File: src/hw/cmd_seq_pkg.sv
// shared by bus and sequencer on CMD_CLK_IN; byte offsets on a 13-bit bus, 32-bit aligned only
`default_nettype none

package cmd_seq_pkg;

    localparam int CMD_MEM_BYTES = 2048;
    localparam int CMD_MEM_WORDS = CMD_MEM_BYTES / 4;   // 512 words
    localparam int CMD_MEM_AW    = 9;
    localparam int AXIL_AW       = 13;

    // register map, byte offsets
    localparam logic [AXIL_AW-1:0] REG_CTRL      = 13'h000;  // wr: bit0 start, bit1 soft reset
    localparam logic [AXIL_AW-1:0] REG_CONF      = 13'h004;
    localparam logic [AXIL_AW-1:0] REG_CMD_SIZE  = 13'h008;
    localparam logic [AXIL_AW-1:0] REG_REPEAT    = 13'h00C;
    localparam logic [AXIL_AW-1:0] REG_START_REP = 13'h010;
    localparam logic [AXIL_AW-1:0] REG_STOP_REP  = 13'h014;
    localparam logic [AXIL_AW-1:0] MEM_BASE      = 13'h1000; // write-only window

    localparam logic [1:0] AXI_RESP_OKAY   = 2'b00;
    localparam logic [1:0] AXI_RESP_SLVERR = 2'b10;

    // value 1 is reserved, encoder treats it as NRZ
    typedef enum logic [1:0] {
        LINE_NRZ        = 2'd0,
        LINE_MAN_IEEE   = 2'd2,
        LINE_MAN_THOMAS = 2'd3
    } line_mode_e;

    typedef struct packed {
        logic [15:0] cmd_size;
        logic [31:0] repeat_count;
        logic [15:0] start_rep;
        logic [15:0] stop_rep;
        logic        en_ext_start;
        logic        dis_start_pulse;
        line_mode_e  line_mode;
    } seq_conf_t;

    localparam seq_conf_t CONF_DEFAULT = '{
        cmd_size:        16'd0,
        repeat_count:    32'd1,
        start_rep:       16'd0,
        stop_rep:        16'd0,
        en_ext_start:    1'b0,
        dis_start_pulse: 1'b0,
        line_mode:       LINE_NRZ
    };

    typedef struct packed {
        logic                  en;
        logic [CMD_MEM_AW-1:0] addr;   // word address
        logic [3:0]            strb;
        logic [31:0]           data;
    } mem_wr_t;

    typedef struct packed {
        logic data;
        logic body_first;   // first body bit of a repetition
    } cmd_bit_t;

endpackage

`default_nettype wire

File: src/hw/cmd_seq_ctrl.sv
// needs cmd_size >= 1, start_rep + stop_rep < cmd_size, repeat_count >= 1; starts while busy are dropped
`default_nettype none

module cmd_seq_ctrl
    import cmd_seq_pkg::*;
(
    input  wire                   CMD_CLK_IN,
    input  wire                   RST_CMD_CLK,
    input  wire seq_conf_t        conf,
    input  wire                   start_req,
    input  wire                   ext_start_flag,
    input  wire [31:0]            rd_data,
    input  wire                   bit_ready,
    output logic [CMD_MEM_AW-1:0] rd_addr,
    output cmd_bit_t              bit_out,
    output logic                  bit_valid,
    output logic                  busy,
    output logic                  cmd_ready
);

    typedef enum logic {
        IDLE,
        RUN
    } state_e;

    state_e                state;
    logic                  issuing;     // bits left to fetch
    logic [15:0]           idx;
    logic [31:0]           rep;         // current body pass, from 1
    logic                  s1_valid;    // memory read in flight
    logic [4:0]            s1_pos;
    logic                  s1_first;
    logic [CMD_MEM_AW-1:0] s1_addr;

    logic        start_go;
    logic        adv;
    logic        jump;
    logic        drained;
    logic [15:0] body_last;
    logic [15:0] last_idx;

    assign start_go  = (state == IDLE) && (start_req || (conf.en_ext_start && ext_start_flag));
    assign adv       = !bit_valid || bit_ready;           // output stage free or handing over
    assign body_last = conf.cmd_size - conf.stop_rep - 16'd1;
    assign last_idx  = conf.cmd_size - 16'd1;
    assign jump      = (idx == body_last) && (rep != conf.repeat_count);
    assign busy      = !cmd_ready;

    // encoder shows its last symbol once nothing is left here and it is ready again
    assign drained = !issuing && !s1_valid && !bit_valid && bit_ready;

    // a stall re-reads the stage 1 word so rd_data stays valid for it
    assign rd_addr = adv ? idx[CMD_MEM_AW+4:5] : s1_addr;

    always_ff @(posedge CMD_CLK_IN) begin
        if (RST_CMD_CLK) begin
            state     <= IDLE;
            issuing   <= 1'b0;
            idx       <= '0;
            rep       <= '0;
            s1_valid  <= 1'b0;
            bit_valid <= 1'b0;
            cmd_ready <= 1'b1;
        end else if (start_go) begin
            state     <= RUN;
            issuing   <= 1'b1;
            idx       <= '0;
            rep       <= 32'd1;
            s1_valid  <= 1'b0;
            bit_valid <= 1'b0;
            cmd_ready <= 1'b0;
        end else if (state == RUN) begin
            if (adv) begin
                bit_valid <= s1_valid;
                s1_valid  <= issuing;
                if (issuing) begin
                    if (jump) begin
                        idx <= conf.start_rep;     // next body pass
                        rep <= rep + 32'd1;
                    end else if (idx == last_idx) begin
                        issuing <= 1'b0;
                    end else begin
                        idx <= idx + 16'd1;
                    end
                end
            end
            if (drained)
                state <= IDLE;
        end else begin
            cmd_ready <= 1'b1;   // line has been quiet for a cycle
        end
    end

    // fetch pipeline payload
    always_ff @(posedge CMD_CLK_IN) begin
        if (adv) begin
            bit_out.data       <= rd_data[s1_pos];
            bit_out.body_first <= s1_first;
            s1_pos             <= {idx[4:3], ~idx[2:0]};  // lane i/8, MSB first
            s1_first           <= (idx == conf.start_rep);
            s1_addr            <= idx[CMD_MEM_AW+4:5];
        end
    end

endmodule

`default_nettype wire

File: config.mk
export PLATFORM = sky130hd
export DESIGN_NAME = cmd_seq_ctrl
export DESIGN_NICKNAME = d
export VERILOG_FILES = /design/src/hw/cmd_seq_pkg.sv /design/src/hw/cmd_seq_ctrl.sv
export SDC_FILE = /design/constraint.sdc
export NUM_CORES = 1
export LEC_CHECK = 0
export BUFFER_PORTS_ARGS = -buffer_cell sky130_fd_sc_hd__buf_2
export CORE_MARGIN = 1.5
export CORE_UTILIZATION = 40
export DETAILED_ROUTE_END_ITERATION = 16
export PLACE_DENSITY = 0.62
export SLEW_MARGIN = 20
export SYNTH_ARGS = -nofsm -noshare
export SYNTH_HDL_FRONTEND = slang
export SYNTH_SLANG_ARGS = --single-unit
File: constraint.sdc
create_clock -name CMD_CLK_IN -period 3.85 [get_ports CMD_CLK_IN]
set_input_delay 0.77 -clock CMD_CLK_IN [delete_from_list [all_inputs] [get_ports CMD_CLK_IN]]
set_output_delay 0.77 -clock CMD_CLK_IN [all_outputs]
set_load 0.005 [all_outputs]
==> run_results.csv <==
group,metric,value,unit
outcome,run_status,"completed",
synth,ys.flop_type,"dfxtp_1",
synth,synthArstFlopShare,0,%
cts,cts_buffer_depth,2,
global_route,grt_antenna_before_repair,0,
die,io_pins,135,
global_route,grt_pass1_vias,5884,
power_and_ir_drop,leakagePower,0.00336,uW
critical_path,worst-path-buf-inv,2,
global_route,grt_start_max_net_pins,32,
sta,finalSetupTns,0,ns
critical_path,crit_path_frequent_cell,"a21oi_1",
critical_path,arrival,3.96,ns
critical_path,critPathKind,"input pin to flip-flop",
synth,synth-simple-area-share,25.1,%
synth,ys_warn_count,0,
sta,setup_ws,0.145,ns
routing,drc,0,
power_and_ir_drop,peakVddDrop,0.169,mV
final_layout,drive_gt1_share,27.2,%
die,core_area,14500,sq um
global_route,grt_usage,21.9,%
synth,synth_area,5970,sq um
routing,viasPerCell,5.59,
synth,netlist.area_leader.share,20.8,%
critical_path,crit_chain,"buf_6 > inv_2 > ha_4 > fa_1 > a21o_1 > a21oi_1 > xnor2_1 > o32a_1 > a2111oi_0 > nand4_1 > or3_4 > or4_1 > a21oi_1",
final_layout,fin_area,7560,sq um
cts,holdBufCountCts,0,
cts,clk_pin_slew,0.06,ns
placement,dpl_cell_area,7180,sq um
routing,vias,6148,
cts,cts_root_buf,"clkbuf_16",
routing,first_pass_iters,5,
placement,io_buffers,131,
sta,setup_violations,0,
die,rows,44,
critical_path,path_delay_family,"compound AO/OA/AOI/OAI gates",
routing,drtAntennaViolNets,0,
synth,synth_top_family_by_area,"simple AND/OR/NAND/NOR gates",
synth,synth_edf_count,8,
flow_run,drv_cap,0,
synth,synth-xor-area-share,14.7,%
critical_path,cp_slowest_cell,"or4_1",
routing,drt-total-wl,17.4,mm
placement,dp_hpwl,13.6,mm
final_layout,diodes,0,
worst_hold_path,holdCritPathClass,"flip-flop to flip-flop",
synth,synth_area_leader_cell,"dfxtp_1",
synth,postSynthAreaPerCell,7.96,sq um
power_and_ir_drop,power_density,271,nW/um^2
synth,ys_seq_area_share,24.8,%
synth,synthCells,750,
global_route,grt_pass1_wl,28.3,mm
sta,worst_slew_pin_slew,0.725,ns
synth,ys_top_cells_by_area,"dfxtp_1 (21%), xnor2_1 (7.5%), xor2_1 (6.6%), nand2_1 (5.4%), edfxtp_1 (4.0%)",
synth,synth_compound_area_share,17.5,%
critical_path,cp.required,4.11,ns
sta,period_share,96.2,%
critical_path,cp_max_fo,6,
synth,synthAdderAreaFrac,4.11,%
die,die_x,125,microns
cts,cts_tree,"done",
critical_path,max_stage_delay,0.50,ns
synth,post_synth_mux_area_share,8.05,%
synth,syn_nets,890,
cts,clk_latency,0.33,ns
die,die_height,125,microns
sta,slew_headroom,51.5,%
global_route,gr-total-overflow,0,
synth,yosys-top-cells-count,"nand2_1 (86), dfxtp_1 (62), xnor2_1 (51)",
synth,yosysMostFrequentCell,"nand2_1",
cts,htreeDepth,3,
critical_path,worst_setup_path_end_kind,"flip-flop",
synth,synth_cell_type_count,72,
sta,drv_slew,0,
sta,fmax,270,MHz
cts,cts_buffers,9,
sta,hold_viol,0,
die,start_util,41.1,%
final_layout,final_nets,1050,
synth,synth_seq_cells,70,
critical_path,cp-start-kind,"input pin",
sta,finClkSkew,0.00501,ns
routing,drtIter0Drc,409,
routing,wl_per_cell,15.8,microns
placement,place_ws,-0.292,ns
sta,fin_crit,3.70,ns
placement,place_congestion,0.909,
final_layout,area_delta_synth_final,26.5,%
cts,clock-sinks,70,
die,dieArea,15700,sq um
[cell usage in the layout (no fill, tap or decap), types with 20 or more instances in the layout]
master	netlist	layout
a21oi_1	39	38
buf_2	13	130
buf_4	0	65
dfxtp_1	62	62
inv_1	32	31
mux2i_1	21	21
nand2_1	86	86
nand3_1	28	28
nand4_1	22	22
nor2_1	48	46
o21ai_0	20	20
xnor2_1	51	51
xor2_1	45	45
[final timing paths]
| kind | cells past startpoint | slack [ns] | end | from |
|---|---|---|---|---|
| hold reg to reg | 0 | 0.42 | bit_out[0] | s1_first |
| setup / recovery | 13 | 0.15 | rep[30] | conf[4] |
| hold / removal | 0 | 0.42 | bit_out[0] | s1_first |
| setup reg to reg | 10 | 0.72 | rep[5] | idx[15] |
[sequential cells by signal (all words and copies together) (netlist names)]
name	flops
s1_pos	5
rep	32
bit_out	2
bit_valid	1
s1_valid	1
issuing	1
cmd_ready	1
s1_addr	9
idx	16
state	1
s1_first	1
[cell families (layout without fill, tap and decap cells)]
| group | after synthesis | count (layout) |
|---|---|---|
| AO/OA/AOI/OAI | 154 | 154 |
| AND/OR/NAND/NOR | 290 | 290 |
| XOR/XNOR | 98 | 98 |
| adder cells (fa/ha/maj) | 19 | 19 |
| multiplexers | 35 | 35 |
| flip-flops | 70 | 70 |
| buffers and inverters | 84 | 249 |
[what timing repair did]
| item | in CTS | in global routing |
|---|---|---|
| setup buffers | 0 | 2 |
| endpoints found under the hold margin | 0 | 0 |
| endpoints found under the setup margin | 0 | 34 |
| gates resized for setup | 0 | 15 |
[layout make-up]
class / instances / area, sq um
well taps: 184 / 230
fillers: 1465 / 6980
flip-flops and latches: 70 / 1480
clock inverters: 7 / 65.1
clock buffers: 9 / 225
multi-input cells: 596 / 4200
inverters: 32 / 120
repair buffers: 201 / 1230
[routing by layer]
metal | vias up | track usage [%] | wire length (microns)
met2 | 231 | 38.2 | 8200
li1 | 3059 | - | -
met5 | - | 0 | 0
met1 | 2834 | 28.1 | 7850
met4 | 0 | 5.28 | 269
met3 | 24 | 4.02 | 1040
[power breakdown]
group          switching [uW]  leakage (uW)  internal (uW)
clock                     323      0.000133            495
sequential               8.78      0.000585            744
combinational             244       0.00264            233
[worst reg2reg max path, stage by stage, from the launching register on]
cell	delay, ns
dfxtp_1	0.48
xnor3_1	0.49
o211ai_1	0.14
nor2_1	0.10
or3_1	0.41
nor4_2	0.18
and4b_1	0.29
nand4_1	0.16
buf_6	0.18
or4_1	0.51
a21oi_1	0.13
[stage by stage]
step	util, %	cells	total power [uW]	hold slack, ns
final	52.0	1099	2050	0.424
after CTS	51.4	1096	2050	0.426
after detailed placement	49.4	1080	1230	0.413
after global placement	49.4	1080	1230	0.413
after global routing	52.0	1099	2140	0.429
after floorplan	-	750	1030	0.400
Power figures use the tool's default switching activity.
