### config.mk
export PLATFORM = sky130hd
export DESIGN_NAME = cmd_seq_axil_regs
export DESIGN_NICKNAME = d
export VERILOG_FILES = /design/src/hw/cmd_seq_pkg.sv /design/src/hw/cmd_seq_axil_regs.sv
export SDC_FILE = /design/constraint.sdc
export NUM_CORES = 1
export LEC_CHECK = 0
export ABC_AREA = 1
export BUFFER_PORTS_ARGS = -buffer_cell sky130_fd_sc_hd__buf_4
export CORE_MARGIN = 4
export CORE_UTILIZATION = 40
export DETAILED_ROUTE_END_ITERATION = 8
export PLACE_DENSITY = 0.68
export SYNTH_ARGS = -nofsm -noshare
export SYNTH_HDL_FRONTEND = slang
export SYNTH_SLANG_ARGS = --single-unit
### constraint.sdc
create_clock -name CMD_CLK_IN -period 3.33 [get_ports CMD_CLK_IN]
set_input_delay 0.1665 -clock CMD_CLK_IN [delete_from_list [all_inputs] [get_ports CMD_CLK_IN]]
set_output_delay 0.1665 -clock CMD_CLK_IN [all_outputs]
set_load 0.005 [all_outputs]
### src/hw/cmd_seq_pkg.sv
// shared by bus and sequencer on CMD_CLK_IN; byte offsets on a 13-bit bus, 32-bit aligned only
`default_nettype none

package cmd_seq_pkg;

    localparam int CMD_MEM_BYTES = 2048;
    localparam int CMD_MEM_WORDS = CMD_MEM_BYTES / 4;   // 512 words
    localparam int CMD_MEM_AW    = 9;
    localparam int AXIL_AW       = 13;

    // register map, byte offsets
    localparam logic [AXIL_AW-1:0] REG_CTRL      = 13'h000;  // wr: bit0 start, bit1 soft reset
    localparam logic [AXIL_AW-1:0] REG_CONF      = 13'h004;
    localparam logic [AXIL_AW-1:0] REG_CMD_SIZE  = 13'h008;
    localparam logic [AXIL_AW-1:0] REG_REPEAT    = 13'h00C;
    localparam logic [AXIL_AW-1:0] REG_START_REP = 13'h010;
    localparam logic [AXIL_AW-1:0] REG_STOP_REP  = 13'h014;
    localparam logic [AXIL_AW-1:0] MEM_BASE      = 13'h1000; // write-only window

    localparam logic [1:0] AXI_RESP_OKAY   = 2'b00;
    localparam logic [1:0] AXI_RESP_SLVERR = 2'b10;

    // value 1 is reserved, encoder treats it as NRZ
    typedef enum logic [1:0] {
        LINE_NRZ        = 2'd0,
        LINE_MAN_IEEE   = 2'd2,
        LINE_MAN_THOMAS = 2'd3
    } line_mode_e;

    typedef struct packed {
        logic [15:0] cmd_size;
        logic [31:0] repeat_count;
        logic [15:0] start_rep;
        logic [15:0] stop_rep;
        logic        en_ext_start;
        logic        dis_start_pulse;
        line_mode_e  line_mode;
    } seq_conf_t;

    localparam seq_conf_t CONF_DEFAULT = '{
        cmd_size:        16'd0,
        repeat_count:    32'd1,
        start_rep:       16'd0,
        stop_rep:        16'd0,
        en_ext_start:    1'b0,
        dis_start_pulse: 1'b0,
        line_mode:       LINE_NRZ
    };

    typedef struct packed {
        logic                  en;
        logic [CMD_MEM_AW-1:0] addr;   // word address
        logic [3:0]            strb;
        logic [31:0]           data;
    } mem_wr_t;

    typedef struct packed {
        logic data;
        logic body_first;   // first body bit of a repetition
    } cmd_bit_t;

endpackage

`default_nettype wire

### src/hw/cmd_seq_axil_regs.sv
// AXI4-Lite slave, single outstanding write and read; memory window is write-only and reads 0
`default_nettype none

module cmd_seq_axil_regs
    import cmd_seq_pkg::*;
(
    input  wire                CMD_CLK_IN,
    input  wire                RST_CMD_CLK,
    input  wire [AXIL_AW-1:0]  s_axil_awaddr,
    input  wire                s_axil_awvalid,
    output logic               s_axil_awready,
    input  wire [31:0]         s_axil_wdata,
    input  wire [3:0]          s_axil_wstrb,
    input  wire                s_axil_wvalid,
    output logic               s_axil_wready,
    output logic [1:0]         s_axil_bresp,
    output logic               s_axil_bvalid,
    input  wire                s_axil_bready,
    input  wire [AXIL_AW-1:0]  s_axil_araddr,
    input  wire                s_axil_arvalid,
    output logic               s_axil_arready,
    output logic [31:0]        s_axil_rdata,
    output logic [1:0]         s_axil_rresp,
    output logic               s_axil_rvalid,
    input  wire                s_axil_rready,
    input  wire                busy,
    output seq_conf_t          conf,
    output logic               start_req,
    output logic               soft_rst,
    output mem_wr_t            mem_wr
);

    logic               wr_fire;
    logic               rd_fire;
    logic [AXIL_AW-1:0] wr_addr;
    logic [AXIL_AW-1:0] rd_addr;
    logic               ctrl_wr;
    logic               conf_rst;
    logic               finish;
    logic               busy_q;
    logic [31:0]        rd_word;
    logic               rd_err;

    function automatic logic in_mem_win(input logic [AXIL_AW-1:0] addr);
        return (addr >= MEM_BASE) && (addr < MEM_BASE + CMD_MEM_BYTES);
    endfunction

    // address and data are taken in the same cycle
    assign wr_fire        = s_axil_awvalid && s_axil_wvalid && !s_axil_bvalid;
    assign s_axil_awready = wr_fire;
    assign s_axil_wready  = wr_fire;
    assign s_axil_bresp   = AXI_RESP_OKAY;

    assign rd_fire        = s_axil_arvalid && s_axil_arready;
    assign s_axil_arready = !s_axil_rvalid;

    assign wr_addr  = {s_axil_awaddr[AXIL_AW-1:2], 2'b00};
    assign rd_addr  = {s_axil_araddr[AXIL_AW-1:2], 2'b00};
    assign ctrl_wr  = wr_fire && (wr_addr == REG_CTRL);
    assign conf_rst = RST_CMD_CLK || soft_rst;

    assign mem_wr = '{
        en:   wr_fire && in_mem_win(wr_addr),
        addr: wr_addr[CMD_MEM_AW+1:2],
        strb: s_axil_wstrb,
        data: s_axil_wdata
    };

    always_ff @(posedge CMD_CLK_IN) begin
        if (RST_CMD_CLK) begin
            s_axil_bvalid <= 1'b0;
            s_axil_rvalid <= 1'b0;
            start_req     <= 1'b0;
            soft_rst      <= 1'b0;
        end else begin
            if (wr_fire)
                s_axil_bvalid <= 1'b1;
            else if (s_axil_bready)
                s_axil_bvalid <= 1'b0;
            if (rd_fire)
                s_axil_rvalid <= 1'b1;
            else if (s_axil_rready)
                s_axil_rvalid <= 1'b0;
            start_req <= ctrl_wr && s_axil_wdata[0];
            soft_rst  <= ctrl_wr && s_axil_wdata[1];
        end
    end

    // config and finish flag, also cleared by soft reset
    always_ff @(posedge CMD_CLK_IN) begin
        if (conf_rst) begin
            conf   <= CONF_DEFAULT;
            finish <= 1'b1;
            busy_q <= 1'b0;
        end else begin
            busy_q <= busy;
            if (wr_fire) begin
                case (wr_addr)
                    REG_CONF: begin
                        conf.en_ext_start    <= s_axil_wdata[0];
                        conf.line_mode       <= line_mode_e'(s_axil_wdata[2:1]);
                        conf.dis_start_pulse <= s_axil_wdata[4];
                    end
                    REG_CMD_SIZE:  conf.cmd_size     <= s_axil_wdata[15:0];
                    REG_REPEAT:    conf.repeat_count <= s_axil_wdata;
                    REG_START_REP: conf.start_rep    <= s_axil_wdata[15:0];
                    REG_STOP_REP:  conf.stop_rep     <= s_axil_wdata[15:0];
                    default: ;
                endcase
            end
            if ((ctrl_wr && s_axil_wdata[0]) || (busy && !busy_q))
                finish <= 1'b0;            // start write or external start
            else if (busy_q && !busy)
                finish <= 1'b1;
        end
    end

    always_comb begin
        rd_word = '0;
        rd_err  = 1'b0;
        case (rd_addr)
            REG_CTRL:      rd_word = {31'd0, finish};
            REG_CONF:      rd_word = {27'd0, conf.dis_start_pulse, 1'b0, conf.line_mode,
                                      conf.en_ext_start};
            REG_CMD_SIZE:  rd_word = {16'd0, conf.cmd_size};
            REG_REPEAT:    rd_word = conf.repeat_count;
            REG_START_REP: rd_word = {16'd0, conf.start_rep};
            REG_STOP_REP:  rd_word = {16'd0, conf.stop_rep};
            default:       rd_err  = !in_mem_win(rd_addr);  // memory window gives zero
        endcase
    end

    always_ff @(posedge CMD_CLK_IN) begin
        if (rd_fire) begin
            s_axil_rdata <= rd_word;
            s_axil_rresp <= rd_err ? AXI_RESP_SLVERR : AXI_RESP_OKAY;
        end
    end

endmodule

`default_nettype wire

==> flow_summary.yaml <==
yosys:
  synth_simple_gate_area_share_pct: 24.1
  synth_compound_area_share_pct: 7.74
  synthArstFlopShare_pct: 0
  synth_area_um2: 5930
  ys_top_cells_by_count: "188 x inv_1, 130 x nor2_1, 112 x nand2_1"
  synth_top_area_share_pct: 30.4
  synth_xor_area_share_pct: 0
  ys.flop_type: "dfxtp_1"
  ys_seq_area_share_pct: 47.1
  synth.distinct_cells: 25
  synth_area_leader_cell: "dfxtp_1"
  synth_top_family_by_area: "simple AND/OR/NAND/NOR gates"
  yosys_warnings: 0
  synth.area.top_cells: "dfxtp_1 30%, edfxtp_1 17%, inv_1 12%, nor2_1 8.2%, o21ai_0 7.4%"
  synth_fa_ha_area_share_pct: 0.169
  synth_seq_cells: 123
  synthMuxAreaShare_pct: 0
  synth_edf_count: 33
  synth.most_common_cell: "inv_1"
  syn-mean-instance-area_um2: 7.18
  synth_cells: 826
place:
  dp_hpwl_mm: 12.5
  place.gp.congestion: 0.795
  place_inst: 1168
  port_buffers: 227
clock_network:
  clk_latency_ns: 0.42
  htreeDepth: 4
  post_cts_resized: 0
  cts.path.max_buffers: 2
  cts-root-buf: "clkbuf_16"
  cts_buffers: 17
  postCtsHoldBufs: 4
  cts_tree: "yes"
  clock_sinks: 123
  path_clk_slew_ns: 0.05
  postCtsSetupRepairBufs: 0
detailed_routing:
  ant_nets: 0
  vias: 5559
  wl_per_cell_um: 14.7
  via_per_inst: 4.62
  totalWireLength_mm: 17.7
  post-route-drc-count: 0
  drt_iter0_drc: 385
  firstDrtPassIters: 5
worst_setup_path:
  rr_startpoint: "s_axil_bvalid"
  cp_max_fo: 39
  r2r_slack_ns: 1.21
  cp-start-kind: "flop"
  worstReg2RegEnd: "conf[56]"
  crit_end: "conf[56]"
  startpoint: "s_axil_bvalid"
  critPathKind: "flop to flop"
  cp-end-kind: "flop"
  cp.arrival_ns: 2.42
  r2r_cells: 5
  required_ns: 3.63
die:
  die_area_um2: 16800
  coreArea_um2: 14500
  die_x_um: 130
  rows: 44
  io_pins: 243
  die_h_um: 130
  start_util_pct: 40.8
grt:
  grt_pass1_vias: 5113
  grt_max_degree: 50
  antenna_found_initial: 0
  grt_pass1_wl_mm: 27.0
  grt_use_total_pct: 20.8
  grt-ovfl-total: 0
power:
  p_leak_uw: 0.00390
  comb_power_share_pct: 7.0
  power_frac_clock_pct: 50.5
  powerDensity_nw_per_um2: 453
  p_sw_uw: 778
  p_int_uw: 2900
  power_frac_seq_pct: 42.6
  switching_share_pct: 21.2
  peakVddDrop_mv: 0.327
finish:
  drive_gt1_share_pct: 27.7
  final_core_util_pct: 55.8
  nFillCells: 1415
  num_antenna_cells: 0
  stdcell_count: 1204
  final_nets: 1077
  areaGrowthSynthToFinish_pct: 36.9
timing:
  final-max-slew-violation-count: 0
  hold_ws_ns: 0.0210
  finalClockSkew_ns: 0.00881
  tns_ns: 0
  setup_violations: 0
  hold_viol: 0
  tightest_slew_ns: 0.803
  fmax_mhz: 472
  grt_setup_unrepaired: "false"
  post-route-period-util_pct: 63.6
  relSlewSlack_pct: 46.3
  fin_crit_ns: 2.12
outcome:
  status: "finished, final reports clean"
run:
  maxCapViolCount: 0
worst_hold_path:
  min_path_type: "primary input to flop"
==> area by class of cell <==
| class | instances | area [um^2] | share of cell area, % |
|---|---|---|---|
| multi-input combinational | 432 | 1920 | 23.7 |
| tap | 184 | 230 | 2.84 |
| sequential | 123 | 2790 | 34.4 |
| timing repair buffer | 244 | 1850 | 22.8 |
| inverter | 189 | 709 | 8.74 |
| clock buffer | 27 | 556 | 6.84 |
| clock inverter | 5 | 50.0 | 0.617 |
==> stage by stage <==
| stage | setup WS, ns | instance area (um^2) | power [uW] |
|---|---|---|---|
| global route | 1.01 | 8120 | 3790 |
| CTS | 1.24 | 8120 | 3700 |
| finish | 1.21 | 8120 | 3680 |
| detailed placement | 1.26 | 7470 | 1850 |
| global placement | 1.28 | 7470 | 1850 |
| floorplan | 1.83 | 5940 | 1710 |
==> per-layer routing <==
layer  part of all wire (%)  GRT usage [%]  up-vias
met3                    7.7           4.99       14
met5                      0              0        -
met2                     49           35.6      198
li1                       -              -     2835
met1                     42           26.1     2512
met4                   0.89           6.54        0
==> worst min path at each step <==
stage / start / end / depth (start not counted)
2_1_floorplan: RST_CMD_CLK / s_axil_bvalid / 1
3_3_place_gp: s_axil_wstrb[0] / mem_wr[32] / 0
3_5_place_dp: s_axil_wstrb[0] / mem_wr[32] / 0
4_1_cts: s_axil_wdata[30] / conf[66] / 3
5_1_grt: s_axil_wdata[29] / conf[65] / 3
6_report: s_axil_wdata[30] / conf[66] / 3
==> critical path: stages (launching register included) <==
cell	delay, ns
dfxtp_1	0.32
nor2_2	0.41
nand3_2	0.52
buf_4	0.44
o21ai_0	0.23
nor2_1	0.06
==> power groups by stage <==
stage / Combinational, uW / Sequential (uW) / Clock (uW)
6_report: 256 / 1570 / 1860
5_1_grt: 281 / 1570 / 1950
4_1_cts: 259 / 1570 / 1880
3_5_place_dp: 254 / 1600 / 0
3_3_place_gp: 252 / 1600 / 0
2_1_floorplan: 115 / 1600 / 0
==> registers in the layout, indices dropped and copies added, names as in the netlist <==
register	count
conf	84
s_axil_rdata	32
busy_q	1
finish	1
s_axil_bvalid	1
s_axil_rresp	1
s_axil_rvalid	1
soft_rst	1
start_req	1
==> cells by family (layout without fill, tap and decap cells) <==
kind of cell | after synthesis | in the layout
fa+ha+maj | 1 | 1
compound gates | 91 | 91
other cells | 1 | 3
buf+inv | 273 | 465
simple gates | 337 | 337
flops | 123 | 123
==> cells in the final DEF, fill, tap and decap left out, drive strengths merged <==
master / count
clkbuf: 27
or2: 1
nor3b: 1
o21ai: 88
nor2: 134
clkinv: 4
a21oi: 2
nand2: 113
maj3: 1
bufinv: 1
nand3: 68
dfxtp: 90
buf: 240
o2111ai: 1
inv: 189
dlygate4sd3: 4
edfxtp: 33
conb: 3
nand4: 14
nor3: 6
No activity file was read; power rests on OpenSTA's default activity.
