### config.mk
export PLATFORM = sky130hd
export DESIGN_NAME = cmd_line_encoder
export DESIGN_NICKNAME = d
export VERILOG_FILES = /design/src/hw/cmd_seq_pkg.sv /design/src/hw/cmd_line_encoder.sv
export SDC_FILE = /design/constraint.sdc
export NUM_CORES = 1
export LEC_CHECK = 0
export BUFFER_PORTS_ARGS = -buffer_cell sky130_fd_sc_hd__buf_2
export CAP_MARGIN = 30
export CORE_AREA = 5 5 42 44
export CTS_BUF_LIST = sky130_fd_sc_hd__clkbuf_16
export CTS_CLUSTER_SIZE = 14
export DETAILED_ROUTE_END_ITERATION = 10
export DIE_AREA = 0 0 47 49
export GPL_TIMING_DRIVEN = 0
export PLACE_DENSITY = 0.4
export SLEW_MARGIN = 5
export SYNTH_ARGS = -nofsm -noshare
export SYNTH_HDL_FRONTEND = slang
export SYNTH_SLANG_ARGS = --single-unit
### constraint.sdc
create_clock -name CMD_CLK_IN -period 1 [get_ports CMD_CLK_IN]
set_clock_uncertainty 0.05 [all_clocks]
set_input_delay 0.1 -clock CMD_CLK_IN [delete_from_list [all_inputs] [get_ports CMD_CLK_IN]]
set_output_delay 0.1 -clock CMD_CLK_IN [all_outputs]
set_load 0.03 [all_outputs]
### src/hw/cmd_seq_pkg.sv
// shared by bus and sequencer on CMD_CLK_IN; byte offsets on a 13-bit bus, 32-bit aligned only
`default_nettype none

package cmd_seq_pkg;

    localparam int CMD_MEM_BYTES = 2048;
    localparam int CMD_MEM_WORDS = CMD_MEM_BYTES / 4;   // 512 words
    localparam int CMD_MEM_AW    = 9;
    localparam int AXIL_AW       = 13;

    // register map, byte offsets
    localparam logic [AXIL_AW-1:0] REG_CTRL      = 13'h000;  // wr: bit0 start, bit1 soft reset
    localparam logic [AXIL_AW-1:0] REG_CONF      = 13'h004;
    localparam logic [AXIL_AW-1:0] REG_CMD_SIZE  = 13'h008;
    localparam logic [AXIL_AW-1:0] REG_REPEAT    = 13'h00C;
    localparam logic [AXIL_AW-1:0] REG_START_REP = 13'h010;
    localparam logic [AXIL_AW-1:0] REG_STOP_REP  = 13'h014;
    localparam logic [AXIL_AW-1:0] MEM_BASE      = 13'h1000; // write-only window

    localparam logic [1:0] AXI_RESP_OKAY   = 2'b00;
    localparam logic [1:0] AXI_RESP_SLVERR = 2'b10;

    // value 1 is reserved, encoder treats it as NRZ
    typedef enum logic [1:0] {
        LINE_NRZ        = 2'd0,
        LINE_MAN_IEEE   = 2'd2,
        LINE_MAN_THOMAS = 2'd3
    } line_mode_e;

    typedef struct packed {
        logic [15:0] cmd_size;
        logic [31:0] repeat_count;
        logic [15:0] start_rep;
        logic [15:0] stop_rep;
        logic        en_ext_start;
        logic        dis_start_pulse;
        line_mode_e  line_mode;
    } seq_conf_t;

    localparam seq_conf_t CONF_DEFAULT = '{
        cmd_size:        16'd0,
        repeat_count:    32'd1,
        start_rep:       16'd0,
        stop_rep:        16'd0,
        en_ext_start:    1'b0,
        dis_start_pulse: 1'b0,
        line_mode:       LINE_NRZ
    };

    typedef struct packed {
        logic                  en;
        logic [CMD_MEM_AW-1:0] addr;   // word address
        logic [3:0]            strb;
        logic [31:0]           data;
    } mem_wr_t;

    typedef struct packed {
        logic data;
        logic body_first;   // first body bit of a repetition
    } cmd_bit_t;

endpackage

`default_nettype wire

### src/hw/cmd_line_encoder.sv
// line mode and pulse disable are read live, keep them stable during a run; Manchester takes 2 cycles per bit
`default_nettype none

module cmd_line_encoder
    import cmd_seq_pkg::*;
(
    input  wire             CMD_CLK_IN,
    input  wire             RST_CMD_CLK,
    input  wire line_mode_e line_mode,
    input  wire             dis_start_pulse,
    input  wire cmd_bit_t   bit_in,
    input  wire             bit_valid,
    output logic            bit_ready,
    output logic            cmd_data,
    output logic            cmd_active,
    output logic            cmd_start_flag
);

    logic phase;       // second half-bit pending
    logic cur_bit;
    logic cur_first;
    logic xfer;
    logic manch;

    assign manch     = (line_mode == LINE_MAN_IEEE) || (line_mode == LINE_MAN_THOMAS);
    assign bit_ready = !phase;
    assign xfer      = bit_valid && bit_ready;

    always_ff @(posedge CMD_CLK_IN) begin
        if (RST_CMD_CLK) begin
            phase          <= 1'b0;
            cmd_data       <= 1'b0;
            cmd_active     <= 1'b0;
            cmd_start_flag <= 1'b0;
        end else begin
            phase      <= xfer && manch;
            cmd_active <= xfer || phase;
            if (xfer) begin
                cmd_data       <= (line_mode == LINE_MAN_IEEE) ? !bit_in.data : bit_in.data;
                cmd_start_flag <= bit_in.body_first && !dis_start_pulse;
            end else if (phase) begin
                cmd_data       <= (line_mode == LINE_MAN_THOMAS) ? !cur_bit : cur_bit;
                cmd_start_flag <= cur_first && !dis_start_pulse;  // pulse covers both halves
            end else begin
                cmd_data       <= 1'b0;   // idle low
                cmd_start_flag <= 1'b0;
            end
        end
    end

    always_ff @(posedge CMD_CLK_IN) begin
        if (xfer) begin
            cur_bit   <= bit_in.data;
            cur_first <= bit_in.body_first;
        end
    end

endmodule

`default_nettype wire

==> results.py, run 1 <==
metrics = {
    "finish": {
        "area_growth_pct": 73.3,
        "final_area_um2": 423,
        "final_common_cell": "buf_2",
        "nets": 48,
        "n_antenna_cell": 0,
        "mostFrequentLayoutCells": "buf_2, nor2_1, clkbuf_16, dfxtp_1",
        "drive_gt1_share_pct": 47.4,
    },
    "synthesis": {
        "synth.cell_area_um2": 244,
        "synthesis.instances": 22,
        "yosysSeqAreaShare_pct": 57.4,
        "ys_types": 14,
        "syn_avg_cell_area_um2": 11.1,
        "synth_fa_ha_area_share_pct": 0,
        "synthDominantCellAreaShare_pct": 32.8,
        "synthTopCellsByArea": "dfxtp_1, edfxtp_1, a41oi_2",
        "synth_largest_area_cell": "dfxtp_1",
        "postSynth.asyncResetShare_pct": 0,
        "synth_edf_count": 2,
        "yosys.area_share.simple_pct": 23.6,
        "synth_nets": 30,
        "synth_compound_gate_area_share_pct": 15.9,
        "yosysWarnings": 0,
        "synth_flop_cell": "dfxtp_1",
        "yosys.area_share.xor_xnor_pct": 0,
        "synth_top_family_by_area": "simple AND/OR/NAND/NOR gates",
        "ys_seq_elements": 6,
        "synthMuxAreaShare_pct": 0,
    },
    "critical_path": {
        "critical_path_required_ns": 1.10,
        "start_kind": "flip-flop",
        "path_max_fanout": 7,
        "crit_slowest_cell": "dfxtp_4",
        "worst-path-stages": 3,
        "r2r-end": "cmd_data$_SDFF_PP0_",
        "arrival_ns": 1.09,
        "timing.critical_path.to": "cmd_data$_SDFF_PP0_",
        "slowest_delay_ns": 0.36,
        "worstSetupPathType": "flip-flop to flip-flop",
        "r2r_setup_slack_ns": 0.01,
        "worst_r2r_path_depth": 3,
        "crit_path_start": "phase$_SDFF_PP0_",
        "path_cells": "nand4bb_1 -> a21o_1 -> a41oi_2",
        "crit_family": "flip-flops",
        "cp-end-kind": "flip-flop",
        "critPathBufInv": 0,
        "regToRegStartpoint": "phase$_SDFF_PP0_",
    },
    "clocking": {
        "insertion_delay_ns": 0.22,
        "cts_tree": "yes",
        "clockBufferDepth": 2,
        "cts-root-buf": "clkbuf_16",
        "clkTransAtPathRegs_ns": 0.03,
        "cts_buffers": 3,
        "cts_sinks": 6,
        "h-tree-depth": 1,
    },
    "floorplan": {
        "die_x_um": 47,
        "rows": 14,
        "die_y_um": 49,
        "start_util_pct": 17.4,
        "die_area_um2": 2300,
        "core_area_um2": 1400,
        "pin_count": 12,
    },
    "power": {
        "leakage_nw": 0.181,
        "ir_drop_mv": 0.625,
        "total_power_mw": 0.993,
        "power.density_nw_per_um2": 2350,
    },
    "route": {
        "routedWlPerCell_um": 11.9,
        "dr.first_iter.drc_count": 7,
        "drt-total-wl_um": 641,
        "ant_nets": 0,
        "drc": 0,
        "via_per_inst": 4.31,
        "via_count": 233,
        "dr.pass1.iters": 2,
    },
    "sta": {
        "drv_slew": 0,
        "fin_crit_ns": 0.989,
        "rsz0062_at_grt": "true",
        "max_freq_ghz": 1.01,
        "tightest_slew_ns": 0.194,
        "maxSlewHeadroom_pct": 87.0,
        "finalCritPeriodShare_pct": 98.9,
        "setup_viol": 0,
        "hold_viol": 0,
    },
    "grt": {
        "antenna_found_initial": 0,
        "grt_pass1_wl_um": 1130,
        "grt_pass1_vias": 275,
        "grt_use_total_pct": 7.07,
        "grt_max_degree": 8,
        "overflow": 0,
    },
    "place": {
        "routabilityCongestion": 0.740,
        "place.port_buffers": 11,
        "hpwl_um": 490,
        "placed_cell_area_um2": 319,
    },
    "flow_run": {
        "drv_cap": 0,
    },
    "hold_path": {
        "min_path_type": "input port to flip-flop",
    },
    "status": {
        "status": "finished clean",
    },
}
[cell families after synthesis]
kind of cell,count (synthesis)
flops,6
simple gates,10
compound gates,4
buf+inv,2
[synth_stat cells, types with 2 or more instances]
master,n
dfxtp_1,4
edfxtp_1,2
nor2_1,3
nand2_1,2
inv_1,2
[worst min-delay path by stage]
stage | start | endpoint | slack, ns | cells past startpoint
after global placement | dis_start_pulse | cmd_start_flag$_SDFF_PP0_ | 0.22 | 2
final | bit_in[0] | cur_first$_DFFE_PP_ | 0.03 | 1
after detailed placement | dis_start_pulse | cmd_start_flag$_SDFF_PP0_ | 0.22 | 2
after global routing | bit_in[0] | cur_first$_DFFE_PP_ | 0.03 | 1
after CTS | bit_in[0] | cur_first$_DFFE_PP_ | 0.03 | 1
after floorplan | RST_CMD_CLK | cmd_data$_SDFF_PP0_ | 0.11 | 1
[final cells by class]
class                           count  area, um2
Fill cell                         154        978
Sequential cell                     6        144
Multi-Input combinational cell     14        101
Clock buffer                        3       75.1
Timing Repair Buffer               13       75.1
Tap cell                           16       20.0
Inverter                            2       7.51
[sequential cells by signal (all words and copies together) (netlist names)]
register and cells:
cmd_active 1, cmd_data 1, cmd_start_flag 1, cur_bit 1, cur_first 1, phase 1
[where the power goes]
group	internal (mW)	switching [mW]
clock	0.513	0.127
sequential	0.266	0.00731
combinational	0.0351	0.0447
total	0.814	0.179
[per-layer routing]
layer	up-vias	routed length, um	global-route usage (%)
met5	-	0	0
met4	0	0	6.91
met3	0	49	2.21
met2	8	329	9.28
met1	112	262	8.44
li1	113	-	-
[per-stage QoR]
stage	util (%)	cells	worst slack [ns]	setup TNS, ns	hold slack, ns
after floorplan	-	22	0.00572	0	0.113
after global placement	22.8	49	-0.0714	-0.0714	0.218
after detailed placement	22.8	49	-0.0945	-0.0969	0.220
after CTS	30.0	54	0.0108	0	0.0253
after global routing	30.2	54	-0.0317	-0.0317	0.0345
final	30.2	54	0.0108	0	0.0287
[timing repair]
action,4_1_cts,5_1_grt
pin swaps,3,0
resized for setup,3,2
hold buffers,1,0
setup endpoints to repair,3,2
endpoints found under the hold margin,1,0
buffers inserted,1,0
Note: power is estimated with default switching activity, not from simulation.
==> run 2: changes to the inputs <==
--- a/config.mk
+++ b/config.mk
@@ -14,3 +14,2 @@
 export DIE_AREA = 0 0 47 49
-export GPL_TIMING_DRIVEN = 0
 export PLACE_DENSITY = 0.4
==> constraint.sdc (replaced) <==
create_clock -name CMD_CLK_IN -period 1 [get_ports CMD_CLK_IN]
set_clock_uncertainty 0.05 [all_clocks]
set_input_delay 0.2 -clock CMD_CLK_IN [delete_from_list [all_inputs] [get_ports CMD_CLK_IN]]
set_output_delay 0.2 -clock CMD_CLK_IN [all_outputs]
set_load 0.03 [all_outputs]
==> results.py, run 2 (synthesized netlist as in run 1, its figures left out) <==
metrics = {
    "power": {
        "switchingPower_mw": 0.180,
        "ir_drop_mv": 1.01,
        "leakage_nw": 0.191,
        "seq_power_share_pct": 27.3,
        "p_clk_share_pct": 64.6,
        "total_power_mw": 1.00,
        "power.internal_mw": 0.821,
        "switching_share_pct": 18.0,
        "p_comb_share_pct": 8.1,
        "power.density_nw_per_um2": 2300,
    },
    "grt": {
        "grt_use_total_pct": 6.92,
        "grt_pass1_vias": 230,
        "grt_pass1_wl_um": 972,
        "grt_max_degree": 6,
        "overflow": 0,
        "antenna_found_initial": 0,
    },
    "critical_path": {
        "r2r-end": "cmd_data$_SDFF_PP0_",
        "cp-end-kind": "output pin",
        "path_max_fanout": 5,
        "slowest_delay_ns": 0.37,
        "critPathBufInv": 2,
        "worstSetupPathType": "flip-flop to output pin",
        "start_kind": "flip-flop",
        "crit_family": "flip-flops",
        "critical_path_required_ns": 0.75,
        "crit_slowest_cell": "dfxtp_4",
        "r2r_setup_slack_ns": 0.05,
        "path_cells": "inv_2 -> buf_6",
        "arrival_ns": 0.76,
        "worst_r2r_path_depth": 4,
        "regToRegStartpoint": "phase$_SDFF_PP0_",
    },
    "status": {
        "status": "complete, but fails checks",
        "violations": "negative setup slack",
    },
    "finish": {
        "fill_cells": 156,
        "final_cells": 55,
        "nets": 48,
        "multi_input_area_um2": 101,
        "final_area_um2": 435,
        "drive_gt1_share_pct": 51.3,
        "seq_area_um2": 144,
        "mostFrequentLayoutCells": "buf_2, nor2_1, clkbuf_16, dfxtp_1, buf_6",
        "fin_util_pct": 31.1,
        "final_common_cell": "buf_2",
        "n_antenna_cell": 0,
        "area_growth_pct": 78.5,
    },
    "sta": {
        "max_freq_ghz": 0.990,
        "fin_ws_ns": -0.0106,
        "setup_viol": 1,
        "hold_viol": 0,
        "maxSlewHeadroom_pct": 87.0,
        "rsz0062_at_grt": "true",
        "fin_setup_tns_ns": -0.0106,
        "drv_slew": 0,
        "fin_crit_ns": 1.01,
        "tightest_slew_ns": 0.194,
        "worst_hold_slack_ns": 0.0882,
        "finalCritPeriodShare_pct": 101,
    },
    "place": {
        "hpwl_um": 469,
        "dpl.cell_count": 50,
        "routabilityCongestion": 0.787,
        "dp_slack_ns": -0.0410,
        "placed_cell_area_um2": 327,
        "place.port_buffers": 11,
    },
    "route": {
        "dr.first_iter.drc_count": 1,
        "drt-total-wl_um": 590,
        "via_count": 237,
        "drc": 0,
        "routedWlPerCell_um": 10.7,
        "via_per_inst": 4.31,
        "dr.pass1.iters": 2,
        "ant_nets": 0,
    },
    "floorplan": {
        "pin_count": 12,
        "die_x_um": 47,
        "start_util_pct": 17.4,
        "die_y_um": 49,
        "die_area_um2": 2300,
        "rows": 14,
        "core_area_um2": 1400,
    },
    "clocking": {
        "cts_buffers": 3,
        "ctsHoldBuffers": 0,
        "insertion_delay_ns": 0.23,
        "h-tree-depth": 1,
        "cts-root-buf": "clkbuf_16",
        "cts_tree": "yes",
        "cts_sinks": 6,
        "clockBufferDepth": 2,
        "clkTransAtPathRegs_ns": 0.03,
    },
    "flow_run": {
        "drv_cap": 0,
    },
    "hold_path": {
        "hold_end": "cmd_start_flag$_SDFF_PP0_",
        "holdPathStages": 2,
        "min_path_type": "input port to flip-flop",
        "holdCritStartpoint": "dis_start_pulse",
    },
}
[run 2: worst max-delay path by stage]
stage	cells after the start	to	start
floorplan	3	cmd_data$_SDFF_PP0_	phase$_SDFF_PP0_
global placement	3	cmd_data$_SDFF_PP0_	phase$_SDFF_PP0_
detailed placement	3	cmd_data$_SDFF_PP0_	phase$_SDFF_PP0_
CTS	3	cmd_data$_SDFF_PP0_	phase$_SDFF_PP0_
global route	2	bit_ready	phase$_SDFF_PP0_
finish	2	bit_ready	phase$_SDFF_PP0_
[run 2: layout make-up]
class	instances	share of cell area, %
clock inverters	1	0.862
multi-input cells	14	23.3
repair buffers	13	19.3
flip-flops and latches	6	33.0
inverters	2	1.72
well taps	16	4.60
clock buffers	3	17.2
[run 2: repair_timing]
| action | 4_1_cts | 5_1_grt |
|---|---|---|
| pin swaps | 1 | 1 |
| buffers inserted | 1 | 0 |
| endpoints found under the setup margin | 2 | 3 |
| resized for setup | 5 | 3 |
[run 2: power groups by stage]
stage                     clock network (mW)  logic, mW  registers (mW)
after floorplan                            0     0.0254           0.290
after global placement                     0     0.0734           0.278
after detailed placement                   0     0.0729           0.278
after CTS                              0.664     0.0785           0.272
after global routing                   0.685     0.0892           0.275
final                                  0.647     0.0813           0.273
[run 2: routing by layer]
metal	track usage, %	wire (um)	vias up
met2	7.01	217	12
met4	11.1	51	0
met5	0	0	-
met3	4.06	59	4
met1	7.10	262	106
li1	-	-	115
